$ cat config.mk
export PLATFORM = sky130hd
export DESIGN_NAME = cp_remover
export DESIGN_NICKNAME = d
export VERILOG_FILES = /design/src/fft_buf_pkg.sv /design/src/cp_remover.sv
export SDC_FILE = /design/constraint.sdc
export NUM_CORES = 1
export LEC_CHECK = 0
export CAP_MARGIN = 10
export CELL_PAD_IN_SITES_DETAIL_PLACEMENT = 1
export CELL_PAD_IN_SITES_GLOBAL_PLACEMENT = 2
export CORE_AREA = 5 5 99 101
export DETAILED_ROUTE_END_ITERATION = 12
export DIE_AREA = 0 0 104 106
export DONT_BUFFER_PORTS = 1
export HOLD_SLACK_MARGIN = 0.02
export PLACE_DENSITY_LB_ADDON = 0.3
export RECOVER_POWER = 100
export SLEW_MARGIN = 20
export SYNTH_ARGS = -nofsm -noshare
export SYNTH_HDL_FRONTEND = slang
export SYNTH_SLANG_ARGS = --single-unit
export TNS_END_PERCENT = 10
$ cat constraint.sdc
create_clock -name clk -period 4.1 [get_ports clk]
set_input_delay 0.41 -clock clk [delete_from_list [all_inputs] [get_ports clk]]
set_output_delay 0.41 -clock clk [all_outputs]
set_load 0.1 [all_outputs]
$ cat src/fft_buf_pkg.sv
`default_nettype none

// shared types and default sizing for the cp strip / fft input buffer
package fft_buf_pkg;

    // one complex time-domain sample, 16-bit i in the upper half and q in the lower
    localparam int SAMPLE_W = 32;

    typedef logic [SAMPLE_W-1:0] sample_t;

    // the two halves of the ping-pong store
    typedef enum logic {
        BANK_PING = 1'b0,
        BANK_PONG = 1'b1
    } bank_t;

    // default symbol geometry for the 4k numerology
    localparam int DEF_FFT_SIZE = 4096; // samples per fft symbol
    localparam int DEF_CP_FIRST = 352;  // long prefix of a frame's first symbol
    localparam int DEF_CP_NORM  = 288;  // prefix of every other symbol

    // read slots the fft side grants out of reset
    localparam int DEF_CREDITS  = 8;

endpackage

`default_nettype wire

$ cat src/cp_remover.sv
`timescale 1ns/1ps
`default_nettype none

// strips the cyclic prefix and streams the kept samples into the ping-pong banks
module cp_remover import fft_buf_pkg::*; #(
    parameter int FFT_SIZE = DEF_FFT_SIZE,
    parameter int CP_FIRST = DEF_CP_FIRST,
    parameter int CP_NORM  = DEF_CP_NORM,
    localparam int ADDR_W  = $clog2(FFT_SIZE)
) (
    input  logic              clk,
    input  logic              rst,
    input  logic              in_valid,
    input  logic              in_sym_start,
    input  logic              in_frm_start,
    input  sample_t           in_data,
    input  logic [1:0]        bank_full,    // one flag per bank from the ram
    output logic              wr_en,
    output logic              wr_done,      // last kept sample of the symbol
    output logic              wr_frm,
    output bank_t             wr_bank,
    output logic [ADDR_W-1:0] wr_addr,
    output sample_t           wr_data,
    output logic              overflow      // sticky
);
    localparam int CP_MAX = (CP_FIRST > CP_NORM) ? CP_FIRST : CP_NORM;
    localparam int CNT_W  = $clog2(CP_MAX + FFT_SIZE + 1);
    // idle value, past the end of any symbol
    localparam logic [CNT_W-1:0] CNT_END = CNT_W'(CP_MAX + FFT_SIZE);

    logic [CNT_W-1:0] cnt;          // index of the next sample in the symbol
    logic [CNT_W-1:0] cp_len;       // prefix latched at symbol start
    logic             frm_q;        // symbol opened a frame
    logic             skip_q;       // current symbol is being discarded
    bank_t            bank_sel;     // bank the next kept symbol goes to

    logic [CNT_W-1:0] idx, cp_cur, rel;
    logic             frm_cur, keep, first_keep, last_keep, skip;

    always_comb begin
        // a symbol start restarts everything on this very sample
        idx     = in_sym_start ? '0 : cnt;
        cp_cur  = in_sym_start ? (in_frm_start ? CNT_W'(CP_FIRST) : CNT_W'(CP_NORM)) : cp_len;
        frm_cur = in_sym_start ? in_frm_start : frm_q;
        rel     = idx - cp_cur;                  // position inside the fft window
        keep    = in_valid && (idx >= cp_cur) && (rel < CNT_W'(FFT_SIZE));
        first_keep = keep && (rel == '0);
        last_keep  = keep && (rel == CNT_W'(FFT_SIZE - 1));
        // full check happens once, on the first kept sample
        skip    = first_keep ? bank_full[bank_sel] : skip_q;
    end

    always_ff @(posedge clk) begin
        if (rst) begin
            cnt      <= CNT_END;                 // ignore input until the first symbol start
            cp_len   <= CNT_W'(CP_NORM);
            frm_q    <= 1'b0;
            skip_q   <= 1'b0;
            bank_sel <= BANK_PING;
            wr_en    <= 1'b0;
            wr_done  <= 1'b0;
            overflow <= 1'b0;
        end else begin
            if (in_valid)
                cnt <= (idx < CNT_END) ? idx + 1'b1 : CNT_END;  // saturate after the window
            if (in_valid && in_sym_start) begin
                cp_len <= cp_cur;
                frm_q  <= in_frm_start;
            end
            if (first_keep)
                skip_q <= bank_full[bank_sel];
            if (first_keep && bank_full[bank_sel])
                overflow <= 1'b1;
            wr_en   <= keep && !skip;
            wr_done <= last_keep && !skip;
            // dropped symbols leave the bank where it is
            if (last_keep && !skip)
                bank_sel <= (bank_sel == BANK_PING) ? BANK_PONG : BANK_PING;
        end
    end

    // write payload, qualified by wr_en
    always_ff @(posedge clk) begin
        wr_bank <= bank_sel;
        wr_addr <= rel[ADDR_W-1:0];
        wr_data <= in_data;
        wr_frm  <= frm_cur;
    end

    // source contract, markers only ride on valid samples
    a_sym_valid: assert property (@(posedge clk) disable iff (rst) in_sym_start |-> in_valid);

endmodule

`default_nettype wire

Yosys cells after proc, flatten, opt, wreduce, memory -nomap -nowiden

Index checks and enable logic that the tools add are counted.
Widths: inputs -> output; s select.

Add/sub/neg operators: 2
Multiply operators: 0
Div/mod/pow operators: 0
$lt $le $gt $ge: 4
Equal/unequal tests: 1
Shifts and indexed selects: 0
Multiplexer cells: 9
Bitwise logic cells: 0
Reduce and logical (&&, ||, !) cells: 10

Operator list:

| kind                  | number |
|---|---|
| $mux 13               | 3 |
| $lt 13x13->1 const B  | 2 |
| $add 13x1->13 const B | 1 |
| $eq 13x12->1 const B  | 1 |
| $ge 13x13->1          | 1 |
| $logic_not 13->1      | 1 |
| $sub 13x13->13        | 1 |
| $logic_and 1x1->1     | 8 |
| $mux 7                | 1 |
| $mux 1                | 5 |
| $lt 1x2->1 const B    | 1 |
| $logic_not 1->1       | 1 |

Register bits: 78
Latch bits: 0
RAM bits: 0
Memory bits (read-only): 0
Input bits: 39
Output and inout bits: 49
Logic and storage cells: 38
Memories kept: 0

Longest topological paths before layout

Gate-level depths: netlist of the first run.

Depth in word-level cells: 9
Mapped depth: 15
Depth with buffers taken out: 11

Least setup slack after synthesis of the first run

No wires, ideal clock.

Path type: input to register
Start: input in_sym_start
End: register wr_en
Library setup time: 0.132 ns
Arrival time: 3.535 ns
Required time: 3.968 ns
Path slack: 0.433 ns
Stages: 14
Buffers on the path: 3
Path through: clkbuf_1 -> clkbuf_1 -> clkbuf_1 -> nor2b_1 -> ha_1 -> fa_1 -> nand2b_1 -> a21oi_2 -> a22oi_1 -> a211o_1 -> xnor2_2 -> nor4_4 -> mux2i_1 -> nor3b_2

Longest elaborated chain between the ends: 8
Elaborated cells between the ends (all ways): 12
Classes of those cells: 1 x add/sub; 2 x order compare; 3 x mux; 6 x reduce/logical

RTL lines:

| what                   | line             | RTL |
|---|---|---|
| start: declaration     | cp_remover.sv:14 | `input logic in_sym_start,` |
| $mux 13 *              | cp_remover.sv:43 | `cp_cur = in_sym_start ? (in_frm_start ? CNT_W'(CP_FIRST) : CNT_W'(CP_NORM)) : cp_len;` |
| named net cp_cur[0]    | cp_remover.sv:37 | `logic [CNT_W-1:0] idx, cp_cur, rel;` |
| $sub 13x13->13 *       | cp_remover.sv:45 | `rel = idx - cp_cur;` |
| named net rel[10]      | cp_remover.sv:37 |  |
| $lt 13x13->1           | cp_remover.sv:46 | `keep = in_valid && (idx >= cp_cur) && (rel < CNT_W'(FFT_SIZE));` |
| $logic_and 1x1->1      | cp_remover.sv:46 |  |
| $logic_and 1x1->1      | cp_remover.sv:47 | `first_keep = keep && (rel == '0);` |
| $mux 1                 | n/a              |  |
| $logic_not 1->1        | cp_remover.sv:74 | `wr_en <= keep && !skip;` |
| $logic_and 1x1->1 *    | cp_remover.sv:74 |  |
| end signal: assignment | cp_remover.sv:74 |  |
| end: declaration       | cp_remover.sv:18 | `output logic wr_en,` |

Mark *: on every way through the listed nets, which the timed path passes. The rest lies on a longest branch.
A chain may end at the register's enable or synchronous reset.

Worst setup path after layout of the first run

Start: register cnt[1]
End: register skip_q

Longest elaborated chain between the ends: 6
Elaborated cells between the ends (all ways): 9
Classes of those cells: 1 x add/sub; 2 x order compare; 2 x mux; 4 x reduce/logical

RTL lines:

| what                     | line             | RTL |
|---|---|---|
| start: declaration       | cp_remover.sv:31 | `logic [CNT_W-1:0] cnt;` |
| start signal: assignment | cp_remover.sv:65 | `cnt <= (idx < CNT_END) ? idx + 1'b1 : CNT_END;` |
| $mux 13 *                | cp_remover.sv:42 | `idx = in_sym_start ? '0 : cnt;` |
| $sub 13x13->13 *         | cp_remover.sv:45 |  |
| named net rel[10]        | cp_remover.sv:37 |  |
| $lt 13x13->1             | cp_remover.sv:46 |  |
| $logic_and 1x1->1        | cp_remover.sv:46 |  |
| $logic_and 1x1->1 *      | cp_remover.sv:47 |  |
| $mux 1 *                 | n/a              |  |
| end signal: assignment   | cp_remover.sv:71 | `skip_q <= bank_full[bank_sel];` |
| end: declaration         | cp_remover.sv:34 | `logic skip_q;` |

Marked as above.

==> summary.txt, run 1 <==
CTS
  • CTS tree: yes
  • Worst-Skew Late Latency: ~340 ps
  • Inserted Clock Buffers: 9
  • Root buffer cell: clkbuf_8
  • Post_cts resized: 0
  • Post-CTS setup buffer count: 0
  • H-tree depth: 3
  • CTS Sinks: slightly below 80
  • Clock tree buffer depth: 2
  • Clock-pin slew on the worst setup and hold paths: about 90 ps
  • Hold-fix buffers at CTS: 0

Setup path
  • Cells along the critical path: nor2b_1 -> inv_1 -> fa_1 -> nand2b_1 -> a21oi_1 -> a22oi_1 -> a211o_1 -> xnor2_1 -> nor4_4 -> a21oi_1 -> a311oi_1
  • Worst EP arrival: ~3500 ps
  • Max stage delay on crit path: 430 ps
  • R2r startpoint: cnt[1]
  • Worst path top cell family by delay: compound AO/OA/AOI/OAI gates
  • Worst-path fanout max: 5
  • Crit-path slowest cell: fa_1
  • Setup CP Type: flop to flop
  • Crit. Startpoint: cnt[1]
  • Crit path buf inv count: 1
  • Most used cell, CP: a21oi_1
  • Critical Path RT: 4350 ps
  • CP endpoint kind: flop
  • Worst setup SP type: flop

STA
  • Rel. slew slack: between 30% and 40%
  • Min Clock Period, post-route: 3260 ps
  • Final hold violation count: 0
  • Slew @ Worst Pin: between 900 and 1000 ps
  • Clock skew: around 11 ps
  • Final number of max-transition violations: 0
  • Final setup viols: 0
  • Unrepaired setup endpoints after global routing: false
  • Period utilisation layout: about four fifths
  • Fmax: 307 MHz
  • Setup TNS: 0 ps
  • Final setup margin: ~840 ps

Global route
  • Number of global-route vias before repair: 2431
  • Initial antenna violation count: 0
  • Largest net degree at the start of global routing: 39
  • First-pass GRT wire length: ~12000 um
  • Overall Global Routing Usage: between 10% and 20%
  • GR Overflow Total: 0

Logic synthesis
  • Share of the synthesized area in the top cell type: 47.6%
  • Top_reg_cell synth: dfxtp_1
  • Synth area leader: dfxtp_1
  • FFs w/ async S/R, synth: 0%
  • Mean Syn Cell Area: ~9.7 sq um
  • Commonest cells in the netlist: 78 x dfxtp_1, 22 x nor2_1, 20 x a21oi_1, 19 x nand2b_1, 17 x inv_1
  • #FFs+latches synth: roughly 80
  • Area contributors post-synth: dfxtp_1 48%, ha_1 5.0%, nand2b_1 3.6%
  • Post-synth EDFFs: 0
  • Post-Syn Area: ~3300 sq um
  • Sequential fraction of the synthesis area: 47.6%
  • Distinct cells, synth: a little over 60
  • Most numerous cell in the Yosys netlist: dfxtp_1
  • Syn. warnings: 0
  • Post-Syn Instances: around 340
  • Syn Nets: 390

Route
  • Wire per inst: approximately 17 um
  • Drt total wl: approximately 7500 um
  • WL met2: around 3300 um
  • Top sig layer: met4
  • DR iter-0 viols: 67
  • DR pass1 iterations: 4
  • Vias/cell: roughly 5.3
  • DRC viols: 0
  • M1 wire length: between 3000 and 4000 um
  • Final ANT Viol Nets: 0
  • Vias: between 2000 and 2500
  • Wire length on met3: 454 um

Floorplan
  • Initial core utilization: between 30% and 40%
  • Chip Width: around 100 um
  • Core Area: 8930 sq um
  • FP Rows: 35
  • Die area: roughly 11000 sq um
  • Die height: ~110 um
  • I/O pins: slightly below 90

Run
  • Max-cap violations: 0

Power and ir drop
  • Total power: 1.71 mW
  • Pwr/cell area: around 480 nW/um^2
  • Leakage: roughly 1.5 nW
  • Peak supply drop: between 150 and 200 uV

Cells and area
  • Antenna cells: 0
  • Fin nets: roughly 390
  • Final instance area: around 3500 sq um
  • P&R area growth vs syn: 7.63%
  • Proportion of layout cells with a drive suffix above 1: between 8 and 9%
  • Final cell count without fillers: 452

Place
  • Number of port buffers: 0
  • Final RePlAce weighted congestion: just under 0.8
  • Post-placement cell count: around 440
  • Pre-CTS WS: 826 ps
  • Post-DP HPWL: between 5000 and 6000 um
  • Area after DPL: 3360 sq um

Run status
  • Status: finished, final reports clean

Worst hold path
  • Min-delay src: in_data[18]
  • Hold Path Class: input pin to flop
[power by group]
part	total, mW	leakage (nW)	switching (mW)	internal [mW]
sequential	1.01	0.645	0.220	0.790
clock	0.603	0.107	0.308	0.295
combinational	0.0943	0.709	0.0527	0.0416
total	1.71	1.46	0.580	1.13
[registers in the layout, indices dropped and copies added (netlist names)]
register / count
wr_data: 32
cnt: 13
cp_len: 13
wr_addr: 12
bank_sel: 1
frm_q: 1
overflow: 1
skip_q: 1
wr_bank: 1
wr_done: 1
wr_en: 1
wr_frm: 1
[final timing paths]
check	to	slack (ps)	cells after the start
min	wr_data[18]	80	0
max reg2reg	skip_q	840	11
max	skip_q	840	11
min reg2reg	wr_bank	430	0
[placed cells by master (no fill, tap or decap), types with 3 or more instances in the layout]
cell type | Yosys | routed
mux2i_1 | 3 | 3
inv_1 | 17 | 17
a22oi_1 | 3 | 3
and2_1 | 13 | 5
and2_0 | 0 | 8
a21o_1 | 5 | 5
o21ai_0 | 11 | 11
nor2_1 | 22 | 22
nand4_1 | 8 | 8
nor2b_1 | 15 | 16
and3_1 | 4 | 4
nor3b_1 | 4 | 5
nand2_1 | 13 | 13
nand3_1 | 11 | 11
a21oi_1 | 20 | 21
xnor2_1 | 2 | 3
clkbuf_8 | 0 | 9
xor2_1 | 5 | 5
inv_6 | 0 | 4
dfxtp_1 | 78 | 78
ha_1 | 13 | 13
nand2b_1 | 19 | 19
nor3_1 | 8 | 8
[layer usage]
| layer | vias to the layer above | track usage (%) |
|---|---|---|
| met5 | - | 0 |
| met4 | 0 | 5.55 |
| met3 | 8 | 4.01 |
| met2 | 79 | 22.0 |
| met1 | 1132 | 17.9 |
| li1 | 1177 | - |
[final cells by class]
cell class	instances	area [sq um]
flip-flops and latches	78	1560
multi-input cells	229	1550
clock inverters	7	85.1
inverters	17	63.8
clock buffers	9	124
fillers	1033	5400
repair buffers	1	3.75
well taps	111	139
[metrics by stage]
step	util, %	hold WS (ps)
2_1_floorplan	-	380
3_3_place_gp	37.6	397
3_5_place_dp	37.6	415
4_1_cts	40.0	62.2
5_1_grt	39.5	52.5
6_report	39.5	82.5
[logic make-up (layout without fill, tap and decap cells)]
logic type,count (synthesis),in the layout,share of synthesized area (%)
AO/OA/AOI/OAI,69,69,14.8
buffers and inverters,30,34,3.93
multiplexers,5,5,1.60
flip-flops,78,78,47.6
AND/OR/NAND/NOR,132,132,23.7
XOR/XNOR,9,9,2.86
adder cells (fa/ha/maj),14,14,5.57
[worst reg2reg max path: cells and delay by family (launching register included)]
kind	cells	cell delay (ps)
adders and majority gates	1	430
xor gates and xnor gates	1	200
AOI/OAI and AO/OA	5	1240
and+or+nand+nor	3	820
buffers and inverters	1	120
DFF	1	350
Power figures use the tool's default switching activity.
==> run 2, diff against run 1 <==
- clock period: 4.1 -> 3.2 ns (I/O delays scaled with it)
==> run 2 against run 1 <==
  * Worst setup slack got worse by 680 ps
  * Clock power rose by 19%
  * Routed wire length rose by 15%
  * Flip-flop and latch count unchanged
  * Power increased by 28%
  * Non-clock buffer count increased by 41
  * Worst hold slack got worse by 6.2 ps
  * Core utilization is 4.7 points higher
  * Largest power group unchanged
  * Final cell count grew 9.1%
  * Sequential power grew 29%
  * Critical path type unchanged
  * Critical endpoint is now wr_en
==> summary.txt, run 2 (synthesized netlist as in run 1, its figures left out) <==
Power and ir drop
  • Peak supply drop: 185 uV (-0.26%)
  • Leakage: 1.64 nW (+12%)
  • Sw Share: 35.1% (+1.1 points)
  • Clock power frac: 32.9% (-2.4 points)
  • Combinational Power Share: 7.6% (+2.1 points)
  • Total power: 2.18 mW (+28%)
  • Net Switching: 0.764 mW (+32%)
  • Sequential Power Share: 59.5% (+0.3 points)
  • Pwr/cell area: 552 nW/um^2 (+14%)
  • P_int: 1.41 mW (+25%)

Global route
  • GR Overflow Total: 0 (unchanged)
  • Initial antenna violation count: 0 (unchanged)
  • Largest net degree at the start of global routing: 39 (unchanged)
  • First-pass GRT wire length: 14100 um (+13%)
  • Number of global-route vias before repair: 2662 (+9.5%)
  • Overall Global Routing Usage: 15.8% (+1.8 points)

Floorplan
  • I/O pins: 88 (unchanged)
  • Core Area: 8930 sq um (unchanged)
  • Die area: 11000 sq um (unchanged)
  • Chip Width: 104 um (unchanged)
  • Initial core utilization: 36.7% (unchanged)
  • Die height: 106 um (unchanged)
  • FP Rows: 35 (unchanged)

Setup path
  • Cells along the critical path: nand2b_1 -> ha_1 -> fa_1 -> nand2b_1 -> a21oi_4 -> a22oi_1 -> a211o_1 -> xnor2_2 -> nor4_4 -> buf_4 -> mux2i_2 -> nor3b_2
  • Critical Path RT: 3410 ps (-940 ps)
  • Crit-path slowest cell: fa_1
  • Most used cell, CP: nand2b_1
  • Worst-path fanout max: 4 (-1)
  • Max stage delay on crit path: 400 ps (-30 ps)
  • CP endpoint kind: flop
  • Worst path top cell family by delay: simple AND/OR/NAND/NOR gates
  • Setup CP Type: flop to flop
  • Crit path buf inv count: 1 (unchanged)
  • Worst setup SP type: flop
  • Worst EP arrival: 3250 ps (-260 ps)

STA
  • Min Clock Period, post-route: 3040 ps (-220 ps)
  • Final hold violation count: 0 (unchanged)
  • Hold Slack: 76.3 ps (-6.24 ps)
  • Final number of max-transition violations: 0 (unchanged)
  • Clock skew: 11.8 ps (+0.942 ps)
  • Final setup viols: 0 (unchanged)
  • Setup TNS: 0 ps (unchanged)
  • Period utilisation layout: 95.0% (+15 points)
  • Slew @ Worst Pin: 997 ps (+22.5 ps)
  • Rel. slew slack: 33.5% (-1.5 points)
  • Final setup margin: 160 ps (-680 ps)
  • Fmax: 329 MHz (+7.2%)

Run status
  • Status: finished, final reports clean

Route
  • DR iter-0 viols: 50 (-25%)
  • DR pass1 iterations: 4 (unchanged)
  • Drt total wl: 8580 um (+15%)
  • Vias/cell: 5.23 (-1.4%)
  • DRC viols: 0 (unchanged)
  • Vias: 2576 (+7.5%)
  • Wire per inst: 17.4 um (+5.3%)
  • Final ANT Viol Nets: 0 (unchanged)

Cells and area
  • Largest regs: wr_data: 32 flops, cnt: 13 flops, cp_len: 13 flops
  • P&R area growth vs syn: 20.4%
  • Commonest non-fill, non-tap cells in the layout: 77 x dfxtp_1, 33 x dlygate4sd3_1, 22 x nor2_1, 20 x a21oi_1, 19 x nand2b_1
  • Commonest non-fill, non-tap cell in the layout: dfxtp_1
  • Reg with most FFs: wr_data
  • Max reg flops: 32 (unchanged)
  • Post-Route Utilization: 44.2% (+4.7 points)
  • Final cell count without fillers: 493 (+9.1%)
  • Final instance area: 3950 sq um (+12%)
  • Fin nets: 430 (+11%)
  • Proportion of layout cells with a drive suffix above 1: 10.5% (+2.3 points)
  • Antenna cells: 0 (unchanged)

Worst hold path
  • Hold Path Class: input pin to flop

CTS
  • Worst-Skew Late Latency: 360 ps (+20 ps)
  • Inserted Clock Buffers: 9 (unchanged)
  • Clock-pin slew on the worst setup and hold paths: 90 ps (about the same)
  • Clock tree buffer depth: 2 (unchanged)
  • CTS tree: yes
  • H-tree depth: 3 (unchanged)
  • Root buffer cell: clkbuf_8
  • CTS Sinks: 78 (unchanged)

Place
  • Number of port buffers: 0 (unchanged)
  • Post-placement cell count: 439 (+0.69%)
  • Post-DP HPWL: 5740 um (+2.4%)
  • Area after DPL: 3400 sq um (+1.0%)
  • Pre-CTS WS: 127 ps (-698 ps)
  • Final RePlAce weighted congestion: 0.752 (-5.0%)

Run
  • Max-cap violations: 0 (unchanged)
==> run 2: cell types whose count changed in the layout (fill, tap and decap cells not counted), sizes merged <==
cell         before  now
clkbuf           10   15
inv              22   20
dlygate4sd3       0   33
clkinv            1    2
buf               0    4
bufinv            1    0
clkinvlp          0    1
==> run 2: per-layer routing <==
layer  GRT usage [%]  vias up  routed length, um
met4            4.16        0                 91
met5               0        -                  0
met1            20.0     1224               3860
li1                -     1260                  -
met2            25.6       81               4130
met3            5.46       11                492
==> run 2: final timing paths <==
kind / slack, ps / cells past startpoint / start / to
setup / recovery: 160 / 12 / cnt[0] / wr_en
hold / removal: 80 / 1 / rst / cnt[5]
setup reg to reg: 160 / 12 / cnt[0] / wr_en
hold reg to reg: 420 / 0 / bank_sel / wr_bank
==> run 2: power groups by stage <==
| stage | clock, mW | combinational, mW | sequential (mW) |
|---|---|---|---|
| 6_report | 0.716 | 0.166 | 1.30 |
| 5_1_grt | 0.797 | 0.185 | 1.30 |
| 4_1_cts | 0.738 | 0.167 | 1.30 |
| 3_5_place_dp | 0 | 0.131 | 1.32 |
| 3_3_place_gp | 0 | 0.129 | 1.32 |
| 2_1_floorplan | 0 | 0.126 | 1.31 |
==> run 2: repair_timing <==
action	in CTS	in global routing
hold buffers	33	0
endpoints found under the setup margin	0	3
endpoints found under the hold margin	47	0
resized for setup	0	2
buffers inserted	0	5
==> run 2: cell type report <==
class,count,area (sq um)
Fill cell,1021,4990
Clock buffer,10,138
Tap cell,111,139
Clock inverter,6,53.8
Timing Repair Buffer,42,387
Inverter,17,63.8
Sequential cell,78,1560
Multi-Input combinational cell,229,1600
