`config.mk`:
```
export PLATFORM = sky130hd
export DESIGN_NAME = fft_feeder
export DESIGN_NICKNAME = d
export VERILOG_FILES = /design/src/fft_buf_pkg.sv /design/src/fft_feeder.sv
export SDC_FILE = /design/constraint.sdc
export NUM_CORES = 1
export LEC_CHECK = 0
export BUFFER_PORTS_ARGS = -buffer_cell sky130_fd_sc_hd__clkbuf_2
export CORE_MARGIN = 2
export CORE_UTILIZATION = 44
export CTS_CLUSTER_DIAMETER = 80
export DETAILED_ROUTE_END_ITERATION = 7
export PLACE_DENSITY = 0.85
export SLEW_MARGIN = 15
export SYNTH_ARGS = -nofsm -noshare
export SYNTH_HDL_FRONTEND = slang
export SYNTH_SLANG_ARGS = --single-unit
export TNS_END_PERCENT = 5
```
`constraint.sdc`:
```
create_clock -name clk -period 3.57 [get_ports clk]
set_input_delay 0.5355 -clock clk [delete_from_list [all_inputs] [get_ports clk]]
set_output_delay 0.5355 -clock clk [all_outputs]
set_load 0.05 [all_outputs]
```
`src/fft_buf_pkg.sv`:
```
`default_nettype none

// shared types and default sizing for the cp strip / fft input buffer
package fft_buf_pkg;

    // one complex time-domain sample, 16-bit i in the upper half and q in the lower
    localparam int SAMPLE_W = 32;

    typedef logic [SAMPLE_W-1:0] sample_t;

    // the two halves of the ping-pong store
    typedef enum logic {
        BANK_PING = 1'b0,
        BANK_PONG = 1'b1
    } bank_t;

    // default symbol geometry for the 4k numerology
    localparam int DEF_FFT_SIZE = 4096; // samples per fft symbol
    localparam int DEF_CP_FIRST = 352;  // long prefix of a frame's first symbol
    localparam int DEF_CP_NORM  = 288;  // prefix of every other symbol

    // read slots the fft side grants out of reset
    localparam int DEF_CREDITS  = 8;

endpackage

`default_nettype wire

```
`src/fft_feeder.sv`:
```
`timescale 1ns/1ps
`default_nettype none

// replays full banks to the fft, paced by credits from the fft side
module fft_feeder import fft_buf_pkg::*; #(
    parameter int FFT_SIZE = DEF_FFT_SIZE,
    parameter int CREDITS  = DEF_CREDITS,
    localparam int ADDR_W  = $clog2(FFT_SIZE)
) (
    input  logic              clk,
    input  logic              rst,
    input  logic [1:0]        bank_full,
    input  sample_t           rd_data,
    input  logic              rd_frm,
    input  logic              out_credit,   // one returned slot per cycle high
    output logic              rd_en,
    output logic              rd_done,
    output bank_t             rd_bank,
    output logic [ADDR_W-1:0] rd_addr,
    output logic              out_valid,
    output logic              out_sop,
    output logic              out_eop,
    output logic              out_frm_start,
    output sample_t           out_data
);
    // spare bit so a surplus return shows up instead of wrapping
    localparam int CRED_W = $clog2(CREDITS + 2);

    logic [CRED_W-1:0] credits;             // outstanding slots the fft still accepts

    always_comb begin
        // one read per cycle while the bank is full and a slot is free
        rd_en   = bank_full[rd_bank] && (credits != '0);
        rd_done = rd_en && (rd_addr == ADDR_W'(FFT_SIZE - 1));
    end

    always_ff @(posedge clk) begin
        if (rst) begin
            credits <= CRED_W'(CREDITS);
        end else begin
            credits <= credits + CRED_W'(out_credit) - CRED_W'(rd_en);
        end
    end

    // address walk and bank alternation
    always_ff @(posedge clk) begin
        if (rst) begin
            rd_bank <= BANK_PING;
            rd_addr <= '0;
        end else if (rd_done) begin
            rd_bank <= (rd_bank == BANK_PING) ? BANK_PONG : BANK_PING;
            rd_addr <= '0;
        end else if (rd_en) begin
            rd_addr <= rd_addr + 1'b1;
        end
    end

    // markers line up with the registered ram output
    always_ff @(posedge clk) begin
        if (rst) begin
            out_valid <= 1'b0;
            out_sop   <= 1'b0;
            out_eop   <= 1'b0;
        end else begin
            out_valid <= rd_en;
            out_sop   <= rd_en && (rd_addr == '0);
            out_eop   <= rd_done;
        end
    end

    assign out_data      = rd_data;          // ram already gives the 1-cycle latency
    assign out_frm_start = out_sop && rd_frm; // tag is valid for the whole symbol

    // fft side never hands back more slots than it was given
    a_credit_max: assert property (
        @(posedge clk) disable iff (rst) credits <= CRED_W'(CREDITS)
    );

endmodule

`default_nettype wire

```
* Yosys cells after proc, flatten, opt, wreduce, memory -nomap -nowiden
Index checks and enable logic that the tools add are counted.
** Word-level totals
- Register bits :: 20
- Output and inout port bits :: 51
- Word-level logic and storage cells :: 21
** Operators by class
- Muxes and demuxes :: 3
- Add/subtract/negate cells :: 3
- Magnitude comparators :: 1
- Reductions and logical operators :: 7
- Eq/ne operators :: 1
** Operators with widths (number)
- $add A12 B1 Y12 const B :: 1
- $eq A12 B12 Y1 const B :: 1
- $logic_not A12 Y1 :: 1
- $add A4 B1 Y4 :: 1
- $logic_and A1 B1 Y1 :: 4
- $reduce_bool A4 Y1 :: 1
- $sub A4 B1 Y4 :: 1
- $mux W1 :: 3
- $lt A1 B2 Y1 const B :: 1
- $reduce_or A2 Y1 :: 1

* Depth between registers and ports, before layout
Gate-level depths: netlist of the first run.
- Depth after elaboration :: 5
- Depth in mapped cells :: 13

* Least setup slack after synthesis of the first run
OpenSTA, ideal clock, no wires.
- Kind :: reg2out
- From :: register rd_addr[0]
- To :: output port rd_done
- Setup slack :: 0.632 ns
- Path buffers :: 0
- Data arrival time :: 2.402 ns
- Cell stages (with the launch flop) :: 5
- Cell sequence :: dfxtp_1 -> ha_1 -> and4_1 -> nand2_1 -> nor3_1
** Between the ends
- Cells in the longest elaborated chain, start to end :: 2
** RTL lines
- from (decl) :: line fft_feeder.sv:19 : output logic [ADDR_W-1:0] rd_addr,
- from (signal assigned) :: line fft_feeder.sv:54 : rd_addr <= rd_addr + 1'b1;
- $eq A12 B12 Y1 :: line fft_feeder.sv:34 : rd_done = rd_en && (rd_addr == ADDR_W'(FFT_SIZE - 1));
- $logic_and A1 B1 Y1 :: line fft_feeder.sv:34
- to (decl) :: line fft_feeder.sv:17 : output logic rd_done,
No other way between the ends.

* Worst setup path in the final report of the first run
- From :: register credits[2]
- To :: register credits[2]
** Between the ends
- Cells in the longest elaborated chain, start to end :: 3
** RTL lines
- from (decl) :: line fft_feeder.sv:29 : logic [CRED_W-1:0] credits;
- from (signal assigned) :: line fft_feeder.sv:39 : credits <= CRED_W'(CREDITS);
- from (signal assigned) :: line fft_feeder.sv:41 : credits <= credits + CRED_W'(out_credit) - CRED_W'(rd_en);
- parallel branches: the longest is 2 deep, another holds $add A4 B1 Y4
- $sub A4 B1 Y4 * :: line fft_feeder.sv:41
Mark *: on every way between the ends.
A chain may end at the register's enable or synchronous reset.

==> results of run 1 <==
==> state kept, by name (all words and copies together) (netlist names) <==
name       flops
credits        4
out_eop        1
out_sop        1
out_valid      1
rd_addr       12
rd_bank        1
==> worst min-delay path by stage <==
stage	startpoint	to	slack, ns
after global routing	rd_addr[9]	rd_addr[9]	0.58
after detailed placement	rd_addr[10]	rd_addr[10]	0.52
final	rd_addr[10]	rd_addr[10]	0.53
after floorplan	credits[3]	credits[3]	0.58
after CTS	rd_addr[10]	rd_addr[10]	0.54
after global placement	rd_addr[10]	rd_addr[10]	0.51
==> metrics by stage <==
stage	setup WS [ns]	hold WS, ns	instance area [µm²]	instances	utilization (%)
after CTS	1.022	0.5361	1204	174	43.65
final	1.020	0.5322	1204	174	43.65
after global placement	1.125	0.5094	1181	171	42.83
after detailed placement	1.038	0.5197	1181	171	42.83
after floorplan	0.6325	0.5778	1275	150	-
after global routing	0.9151	0.5846	1204	174	43.65
==> synth_stat cells, types with 2 or more instances <==
cell type and n:
a21oi_1 6, and2_1 2, buf_4 33, dfxtp_1 20, ha_1 7, inv_1 11, nand2_1 8, nand3_1 6
nand4_1 6, nor2_1 10, nor2b_1 2, nor3_1 4, nor4_1 4, o21ai_0 3, o31ai_1 2, or3_1 4
xnor2_1 7, xor2_1 2
==> area by class of cell <==
type                       count  area [µm²]
multi-input combinational     85       580.6
fill                         276        1554
timing repair buffer          24       120.1
clock buffer                   3       22.52
sequential                    20       400.4
tap                           31       38.79
inverter                      11       41.29
==> metal layers <==
| layer | global-route usage (%) | part of all wire (%) |
|---|---|---|
| met4 | 5.980 | 1.7 |
| met3 | 3.795 | 9.8 |
| met5 | 0 | 0 |
| met1 | 17.41 | 45 |
| met2 | 19.81 | 43 |
==> critical path: stages, from the launching register on <==
cell,delay [ns]
dfxtp_1,0.31
inv_1,0.07
ha_1,0.17
or3b_2,0.54
nand2_1,0.17
inv_1,0.11
ha_1,0.29
inv_1,0.04
ha_1,0.19
fa_1,0.38
xnor2_1,0.14
nor2_1,0.05
==> power groups by stage <==
| stage | Combinational, µW | Clock (µW) | Sequential, µW |
|---|---|---|---|
| 2_1_floorplan | 278 | 0 | 312 |
| 3_3_place_gp | 255 | 0 | 281 |
| 3_5_place_dp | 262 | 0 | 282 |
| 4_1_cts | 262 | 106 | 278 |
| 5_1_grt | 292 | 112 | 282 |
| 6_report | 258 | 104 | 278 |
==> cells by family (layout without fill, tap and decap cells) <==
| family | count (synthesis) | count (layout) | share of synthesized area (%) |
|---|---|---|---|
| adder cells (fa/ha/maj) | 8 | 8 | 8.439 |
| flip-flops | 20 | 20 | 31.40 |
| buffers and inverters | 45 | 38 | 23.06 |
| AND/OR/NAND/NOR | 53 | 53 | 23.46 |
| AO/OA/AOI/OAI | 13 | 13 | 5.790 |
| XOR/XNOR | 9 | 9 | 6.183 |
| multiplexers | 2 | 2 | 1.668 |
==> run summary, run 1 <==
clock root cell - clkbuf_4
IO buf count - 24
hold buffer count at cts - 0
total power - 639.6 µW
Worst Path Class, Setup - reg -> reg
Slew HR - 36.35%
crit path launch type - flop
Initial Util - 46.23%
Combinational Power Share - 40.3%
P&R area growth vs syn - -5.594%
CTS tree - built
Tcrit/Tclk final - 71.44%
class of the worst hold path - reg -> reg
pwr dens - 531.4 mW/mm²
leading register cell type out of synthesis - dfxtp_1
Worst Path Required - 3.76 ns
routed length per placed instance - 12.49 µm
Final Max Tran Viols - 0
# DRC - 0
Mapped Avg Cell Area - 8.500 µm²
CTS Sinks - 20
n_diodes - 0
Core ar. - 0.002758 mm²
Hold Violations, Final - 0
Leakage - 0.0004981 µW
commonest non-fill, non-tap cell in the layout - clkbuf_2
syn_nets - 196
flops & latches, synth - 20
GP Congestion - 0.8106
worst slew pin tran - 0.9467 ns
Synth area leader - dfxtp_1
first-pass GRT wire length - 3305 µm
via count - 913
clock share of power - 16.3%
status - finished clean
Net Sw Frac - 37.94%
number of global-route vias before repair - 755
clk_skew - 0.003331 ns
GR Overflow Total - 0
Clock Latency Late Sink - 0.30 ns
initial antenna violation count - 0
maximum clock frequency - 392.1 MHz
crit-path max FO - 6
Max Cap Viol - 0
Rows - 19
Crit. Startpoint - credits[2]
Bufs on Longest Clock Path - 2
layout cell share with drive strength beyond 1 - 22.38%
post-cts resize count - 0
Die Wd - 57.83 µm
share of the synthesized area in the top cell type - 31.40%
Avg Vias per Cell - 5.247
unrepaired setup endpoints after global routing - no
Ports - 89
Post-CTS Setup Inserts - 0
Post-Synthesis Cells - 150
DPL Wire Length - 1704 µm
htree depth - 1
Post-DRT Antenna Nets - 0
Int Pwr - 396.9 µW
setup slack, reg-to-reg - 1.02 ns
Max rail drop VDD - 0.3348 mV
Cells on Worst Hold Path - 2
FFs w/ async S/R, synth - 0%
synthesized area - 0.001275 mm²
nets - 191
pin count of the biggest net entering global routing - 14
die area - 0.003344 mm²
sequential share of the synthesized area - 31.40%
Clock transition at path regs - 0.10 ns
total negative setup slack - 0 ns
1st-pass router iterations - 4
count of cell types in the netlist - 31
total routed wirelength - 2173 µm
fin crit period - 2.550 ns
critical path data arrival time - 2.74 ns
FF-to-FF End - credits[2]
EDFF count, synth - 0
R2R Path Start - credits[2]
Net Switching - 242.6 µW
# setup viols final - 0
die height - 57.83 µm
commonest cells after routing, fill and taps aside - 24 x clkbuf_2, 20 x dfxtp_1, 11 x inv_1, 10 x nor2_1, 8 x nand2_1
Worst R2R Path Depth - 11
crit path capture - credits[2]
Synth area leaders - dfxtp_1 31%, buf_4 19%, ha_1 6.9%
Initial DRC Count - 12
Flop pwr share - 43.4%
CP endpoint kind - flop
CTS Buf Count - 3
Synthesis Warnings - 0
All-Layer GR Usage - 13.14%
(Power assumes the default switching activity.)
==> inputs of run 2 (changes only) <==
--- a/config.mk
+++ b/config.mk
@@ -5,12 +5,13 @@
 export SDC_FILE = /design/constraint.sdc
 export NUM_CORES = 1
 export LEC_CHECK = 0
+export ABC_AREA = 1
 export BUFFER_PORTS_ARGS = -buffer_cell sky130_fd_sc_hd__clkbuf_2
 export CORE_MARGIN = 2
-export CORE_UTILIZATION = 44
+export CORE_UTILIZATION = 38
 export CTS_CLUSTER_DIAMETER = 80
 export DETAILED_ROUTE_END_ITERATION = 7
-export PLACE_DENSITY = 0.85
+export PLACE_DENSITY = 0.76
 export SLEW_MARGIN = 15
 export SYNTH_ARGS = -nofsm -noshare
 export SYNTH_HDL_FRONTEND = slang
==> constraint.sdc (replaced) <==
create_clock -name clk -period 2.3 [get_ports clk]
set_input_delay 0.345 -clock clk [delete_from_list [all_inputs] [get_ports clk]]
set_output_delay 0.345 -clock clk [all_outputs]
set_load 0.05 [all_outputs]
==> run summary, run 2 <==
CTS Sinks - 20 (unchanged)
htree depth - 1 (unchanged)
Net Switching - 362.7 µW (+49%)
n_diodes - 0 (unchanged)
Clock transition at path regs - 0.11 ns (about the same)
sequential share of the synthesized area - 29.57% (-1.8 points)
worst slew pin tran - 0.3250 ns (-0.6218 ns)
GP Congestion - 0.8572 (+5.7%)
critical path data arrival time - 1.79 ns (-0.95 ns)
status - finished clean
FFs w/ async S/R, synth - 0% (unchanged)
class of the worst hold path - in -> reg
layout cell share with drive strength beyond 1 - 22.63% (+0.25 points)
crit-path max FO - 10 (+4)
synthesized area - 0.001354 mm² (+6.2%)
All-Layer GR Usage - 13.19% (+0.048 points)
fin crit period - 2.132 ns
GR Overflow Total - 0 (unchanged)
CTS Buf Count - 3 (unchanged)
P&R area growth vs syn - -1.571%
Flop pwr share - 41.4% (-2.0 points)
routed length per placed instance - 10.02 µm (-20%)
crit path launch type - flop
Max rail drop VDD - 0.2238 mV (-33%)
Ports - 89 (unchanged)
Initial DRC Count - 34 (+22)
Post-DRT Antenna Nets - 0 (unchanged)
Initial Util - 39.94% (-6.3 points)
syn_nets - 239 (+22%)
1st-pass router iterations - 6 (+2)
Mapped Avg Cell Area - 7.014 µm² (-17%)
# setup viols final - 0 (unchanged)
final instance area - 0.001333 mm² (+11%)
pin count of the biggest net entering global routing - 12 (-2)
CP endpoint kind - primary output
Tcrit/Tclk final - 92.69%
Combinational Power Share - 37.6% (-2.7 points)
Cells on Worst Hold Path - 2 (unchanged)
leading register cell type out of synthesis - dfxtp_1
IO buf count - 24 (unchanged)
number of global-route vias before repair - 978 (+30%)
via count - 1,042 (+14%)
Rows - 21 (+2)
clock share of power - 21.0% (+4.7 points)
clock root cell - clkbuf_4
critical path's slowest cell - dfxtp_1
R2R Path Start - credits[2]
# DRC - 0 (unchanged)
Largest stage delay, worst path - 0.33 ns (-0.21 ns)
die area - 0.004056 mm² (+21%)
FF-to-FF End - credits[2]
Largest regs - rd_addr: 12 flops, credits: 4 flops
total power - 980.0 µW (+53%)
Net Sw Frac - 37.01% (-0.93 points)
hold path startpoint - rst
Core ar. - 0.003390 mm² (+23%)
Bufs on Longest Clock Path - 2 (unchanged)
total negative setup slack - 0 ns (unchanged)
Slew HR - 78.17% (+42 points)
clk_skew - 0.002799 ns (-0.0005316 ns)
max FFs per register - 12 (unchanged)
initial antenna violation count - 0 (unchanged)
Top reg by flops - rd_addr
maximum clock frequency - 469.1 MHz
first-pass GRT wire length - 4195 µm (+27%)
CTS tree - built
most frequent cells after synthesis - 45 x nand2_1, 32 x buf_4, 25 x inv_1, 22 x nor2_1, 20 x dfxtp_1
total routed wirelength - 2364 µm (+8.8%)
Worst Path Class, Setup - reg -> out
commonest cells after routing, fill and taps aside - 45 x nand2_1, 25 x inv_1, 23 x clkbuf_2, 22 x nor2_1, 19 x dfxtp_1
Die Wd - 63.69 µm (+10%)
placed cell count - 232 (+36%)
Worst Path Required - 1.96 ns (-1.80 ns)
Leakage - 0.0006439 µW (+29%)
nets - 237 (+24%)
unrepaired setup endpoints after global routing - no
setup slack, reg-to-reg - 0.38 ns (-0.64 ns)
Avg Vias per Cell - 4.415 (-16%)
hold buffer count at cts - 0 (unchanged)
Int Pwr - 617.3 µW (+56%)
count of cell types in the netlist - 23 (-26%)
Clock Latency Late Sink - 0.31 ns (about the same)
pwr dens - 735.4 mW/mm² (+38%)
critical path, cell by cell - inv_1 > ha_1 > nand3_1 > nand2_2 > buf_4 > nor2_2 > nand2_2 > inv_1 > clkbuf_4
commonest non-fill, non-tap cell in the layout - nand2_1
count leader, synth - nand2_1
Final Max Tran Viols - 0 (unchanged)
share of the synthesized area in the top cell type - 29.57% (-1.8 points)
Hold Violations, Final - 0 (unchanged)
Placed Area - 0.001294 mm² (+9.5%)
Synthesis Warnings - 0 (unchanged)
hold endpoint - credits[1]
Synth area leader - dfxtp_1
Post-Synthesis Cells - 193 (+29%)
Worst R2R Path Depth - 11 (unchanged)
# fillers - 355 (+29%)
Final Hold Slack - 0.2940 ns (-0.2382 ns)
Cell Count, Final, Fillers Out - 236 (+36%)
flops & latches, synth - 20 (unchanged)
EDFF count, synth - 0 (unchanged)
Synth area leaders - dfxtp_1 30%, buf_4 18%, nand2_1 12%
Max Cap Viol - 0 (unchanged)
DPL Wire Length - 1867 µm (+9.6%)
die height - 63.69 µm (+10%)
## run 2: power groups by stage
stage	logic (µW)	clock network [µW]	registers (µW)
6_report	369	206	406
5_1_grt	442	229	410
4_1_cts	374	215	406
3_5_place_dp	372	0	414
3_3_place_gp	365	0	413
2_1_floorplan	411	0	454
## run 2: cells by family after synthesis
kind of cell	share of synthesized area [%]
and+or+nand+nor	30.04
AOI/OAI and AO/OA	4.251
adders and majority gates	7.948
DFF	29.57
xor gates and xnor gates	1.941
buffers and inverters	26.25
## run 2: timing repair
action / 4_1_cts / 5_1_grt
endpoints found under the hold margin: 0 / 0
setup endpoints to repair: 0 / 1
buffers inserted: 0 / 0
gates resized for setup: 0 / 2
## run 2: per-layer routing
metal / global-route usage, % / part of all wire [%] / vias to the layer above
li1: - / - / 551
met4: 10.33 / 2.4 / 0
met3: 3.571 / 7.6 / 8
met5: 0 / 0 / -
met1: 16.28 / 44 / 451
met2: 19.21 / 46 / 32
## run 2: worst max-delay path by stage
stage | from | to | depth (start not counted)
floorplan | rd_bank | credits[2] | 12
global placement | credits[2] | credits[2] | 11
detailed placement | credits[2] | credits[2] | 11
CTS | credits[2] | rd_done | 9
global route | credits[2] | rd_done | 9
finish | credits[2] | rd_done | 9
## run 2: per-stage QoR
stage | utilization [%] | setup slack [ns]
floorplan | - | 0.06451
global placement | 38.17 | 0.4409
detailed placement | 38.17 | 0.4027
CTS | 39.24 | 0.09936
global route | 39.31 | 0.01557
finish | 39.31 | 0.1681
## run 2: layout make-up
type	instances	area, µm²	area share, %
flip-flops and latches	20	401.6	30.14
repair buffers	26	137.6	10.33
clock buffers	4	36.28	2.723
well taps	46	57.56	4.319
multi-input cells	113	598.1	44.88
inverters	27	101.3	7.606
## run 2: critical path, delay by kind of cell (launching register included)
family                     cells  cell delay [ns]
adders and majority gates      1             0.19
and+or+nand+nor                4             0.44
buffers and inverters          4             0.52
DFF                            1             0.33
==> inputs of run 3 (changes only) <==
--- a/config.mk
+++ b/config.mk
@@ -5,10 +5,10 @@
 export SDC_FILE = /design/constraint.sdc
 export NUM_CORES = 1
 export LEC_CHECK = 0
-export ABC_AREA = 1
+export ABC_AREA = 0
 export BUFFER_PORTS_ARGS = -buffer_cell sky130_fd_sc_hd__clkbuf_2
 export CORE_MARGIN = 2
-export CORE_UTILIZATION = 38
+export CORE_UTILIZATION = 37
 export CTS_CLUSTER_DIAMETER = 80
 export DETAILED_ROUTE_END_ITERATION = 7
 export PLACE_DENSITY = 0.76
==> run summary, run 3 (same netlist as run 1, synthesis figures left out) <==
Post-DRT Antenna Nets - 0 (unchanged)
GP Congestion - 0.8110 (-5.4%)
final instance area - 0.001366 mm² (+2.5%)
Clock transition at path regs - 0.12 ns (about the same)
pin count of the biggest net entering global routing - 14 (+2)
CTS Sinks - 20 (unchanged)
CP endpoint kind - flop
nets - 197 (-17%)
Slew HR - 67.59% (-11 points)
max FFs per register - 12 (unchanged)
All-Layer GR Usage - 12.30% (-0.89 points)
number of global-route vias before repair - 845 (-14%)
IO buf count - 24 (unchanged)
Cell Count, Final, Fillers Out - 196 (-17%)
# fillers - 350 (-1.4%)
Final Max Tran Viols - 0 (unchanged)
Hold Violations, Final - 0 (unchanged)
# setup viols final - 0 (unchanged)
initial antenna violation count - 0 (unchanged)
first-pass GRT wire length - 3884 µm (-7.4%)
Max rail drop VDD - 0.4582 mV (+100%)
die area - 0.003931 mm² (-3.1%)
total routed wirelength - 2371 µm (+0.30%)
CTS Buf Count - 3 (unchanged)
P&R area growth vs syn - 7.164%
status - finished clean
Rows - 21 (unchanged)
Bufs on Longest Clock Path - 2 (unchanged)
Tcrit/Tclk final - 97.72% (+5.0 points)
total negative setup slack - 0 ns (unchanged)
DPL Wire Length - 1790 µm (-4.1%)
via count - 963 (-7.6%)
die height - 62.70 µm (-1.5%)
pwr dens - 879.8 mW/mm² (+20%)
GR Overflow Total - 0 (unchanged)
worst slew pin tran - 0.4851 ns (+0.1601 ns)
commonest non-fill, non-tap cell in the layout - clkbuf_2
1st-pass router iterations - 4 (-2)
maximum clock frequency - 444.9 MHz (-5.1%)
Top reg by flops - rd_addr
Largest regs - rd_addr: 12 flops, credits: 4 flops
n_diodes - 0 (unchanged)
clk_skew - 0.01538 ns (+0.01258 ns)
htree depth - 1 (unchanged)
unrepaired setup endpoints after global routing - yes
critical path data arrival time - 2.51 ns (+0.72 ns)
commonest cells after routing, fill and taps aside - 23 x clkbuf_2, 18 x dfxtp_1, 10 x nor2_1, 7 x nand2_1
Initial Util - 38.51% (-1.4 points)
Leakage - 0.0005395 µW (-16%)
Ports - 89 (unchanged)
placed cell count - 191 (-18%)
Die Wd - 62.70 µm (-1.5%)
fin crit period - 2.248 ns (+0.1157 ns)
crit path launch type - flop
Worst Path Required - 2.56 ns (+0.60 ns)
Clock Latency Late Sink - 0.31 ns (about the same)
total power - 1202 µW (+23%)
crit-path max FO - 2 (-8)
Final Core Density - 41.27% (+2.0 points)
# DRC - 0 (unchanged)
layout cell share with drive strength beyond 1 - 36.67% (+14 points)
routed length per placed instance - 12.10 µm (+21%)
Core ar. - 0.003311 mm² (-2.3%)
Placed Area - 0.001277 mm² (-1.3%)
Max Cap Viol - 0 (unchanged)
clock root cell - clkbuf_4
class of the worst hold path - in -> reg
Worst Path Class, Setup - reg -> reg
Initial DRC Count - 34 (unchanged)
area of the multi-input gates - 654.4 µm² (+9.4%)
Avg Vias per Cell - 4.913 (+11%)
CTS tree - built
FF/Latch Area - 405.4 µm² (+0.93%)
-- run 3: changes by cell type in the layout (fill, tap and decap cells not counted), sizes merged, moves of 3 or more --
cell / delta
nor2: -17
nand2: -41
nand3: -3
nand4: +5
nor4: +3
buf: +4
inv: -17
or3: +4
xnor2: +6
-- run 3: where the power goes --
part	total (µW)	internal (µW)	leakage [µW]	switching, µW
logic	570	266	0.000355	305
clock network	204	96.6	0.0000210	107
registers	428	393	0.000164	34.8
-- run 3: layout make-up --
cell class                 instances  area share, %
multi-input combinational         85          47.89
clock buffer                       4          2.656
sequential                        20          29.67
inverter                          11          3.297
timing repair buffer              30          12.27
tap                               46          4.212
-- run 3: metrics by stage --
stage / setup slack [ns] / hold slack [ns]
6_report: 0.05242 / 0.3864
5_1_grt: -0.02761 / 0.4032
4_1_cts: 0.02950 / 0.3705
3_5_place_dp: 0.03566 / 0.5102
3_3_place_gp: 0.09325 / 0.4952
2_1_floorplan: -0.2701 / 0.4166
-- run 3: worst max-delay path, cell delays in order (launching register included) --
cell	delay, ns
dfxtp_2	0.34
inv_2	0.06
ha_4	0.12
or3b_4	0.39
nand2_4	0.09
clkinvlp_4	0.10
ha_4	0.27
inv_2	0.04
ha_4	0.15
fa_2	0.52
nor2b_4	0.12
-- run 3: repair_timing --
item | 4_1_cts | 5_1_grt
hold buffers | 0 | 0
gates resized for setup | 0 | 14
buffers inserted | 0 | 1
endpoints found under the setup margin | 0 | 4
-- run 3: layer usage --
layer / share of wire, % / wire length [µm] / GRT usage (%) / vias to the layer above
met5: 0 / 0 / 0 / -
met4: 0.89 / 21 / 4.444 / 0
met3: 9.4 / 224 / 4.865 / 6
met2: 44 / 1039 / 17.61 / 46
met1: 46 / 1086 / 16.65 / 434
li1: - / - / - / 477
-- run 3: worst paths after layout --
kind	startpoint	end	slack (ns)	cells past startpoint
setup / recovery	credits[3]	credits[1]	0.05	10
hold reg to reg	rd_bank	rd_bank	0.53	2
hold / removal	rst	credits[1]	0.39	2
setup reg to reg	credits[3]	credits[1]	0.05	10
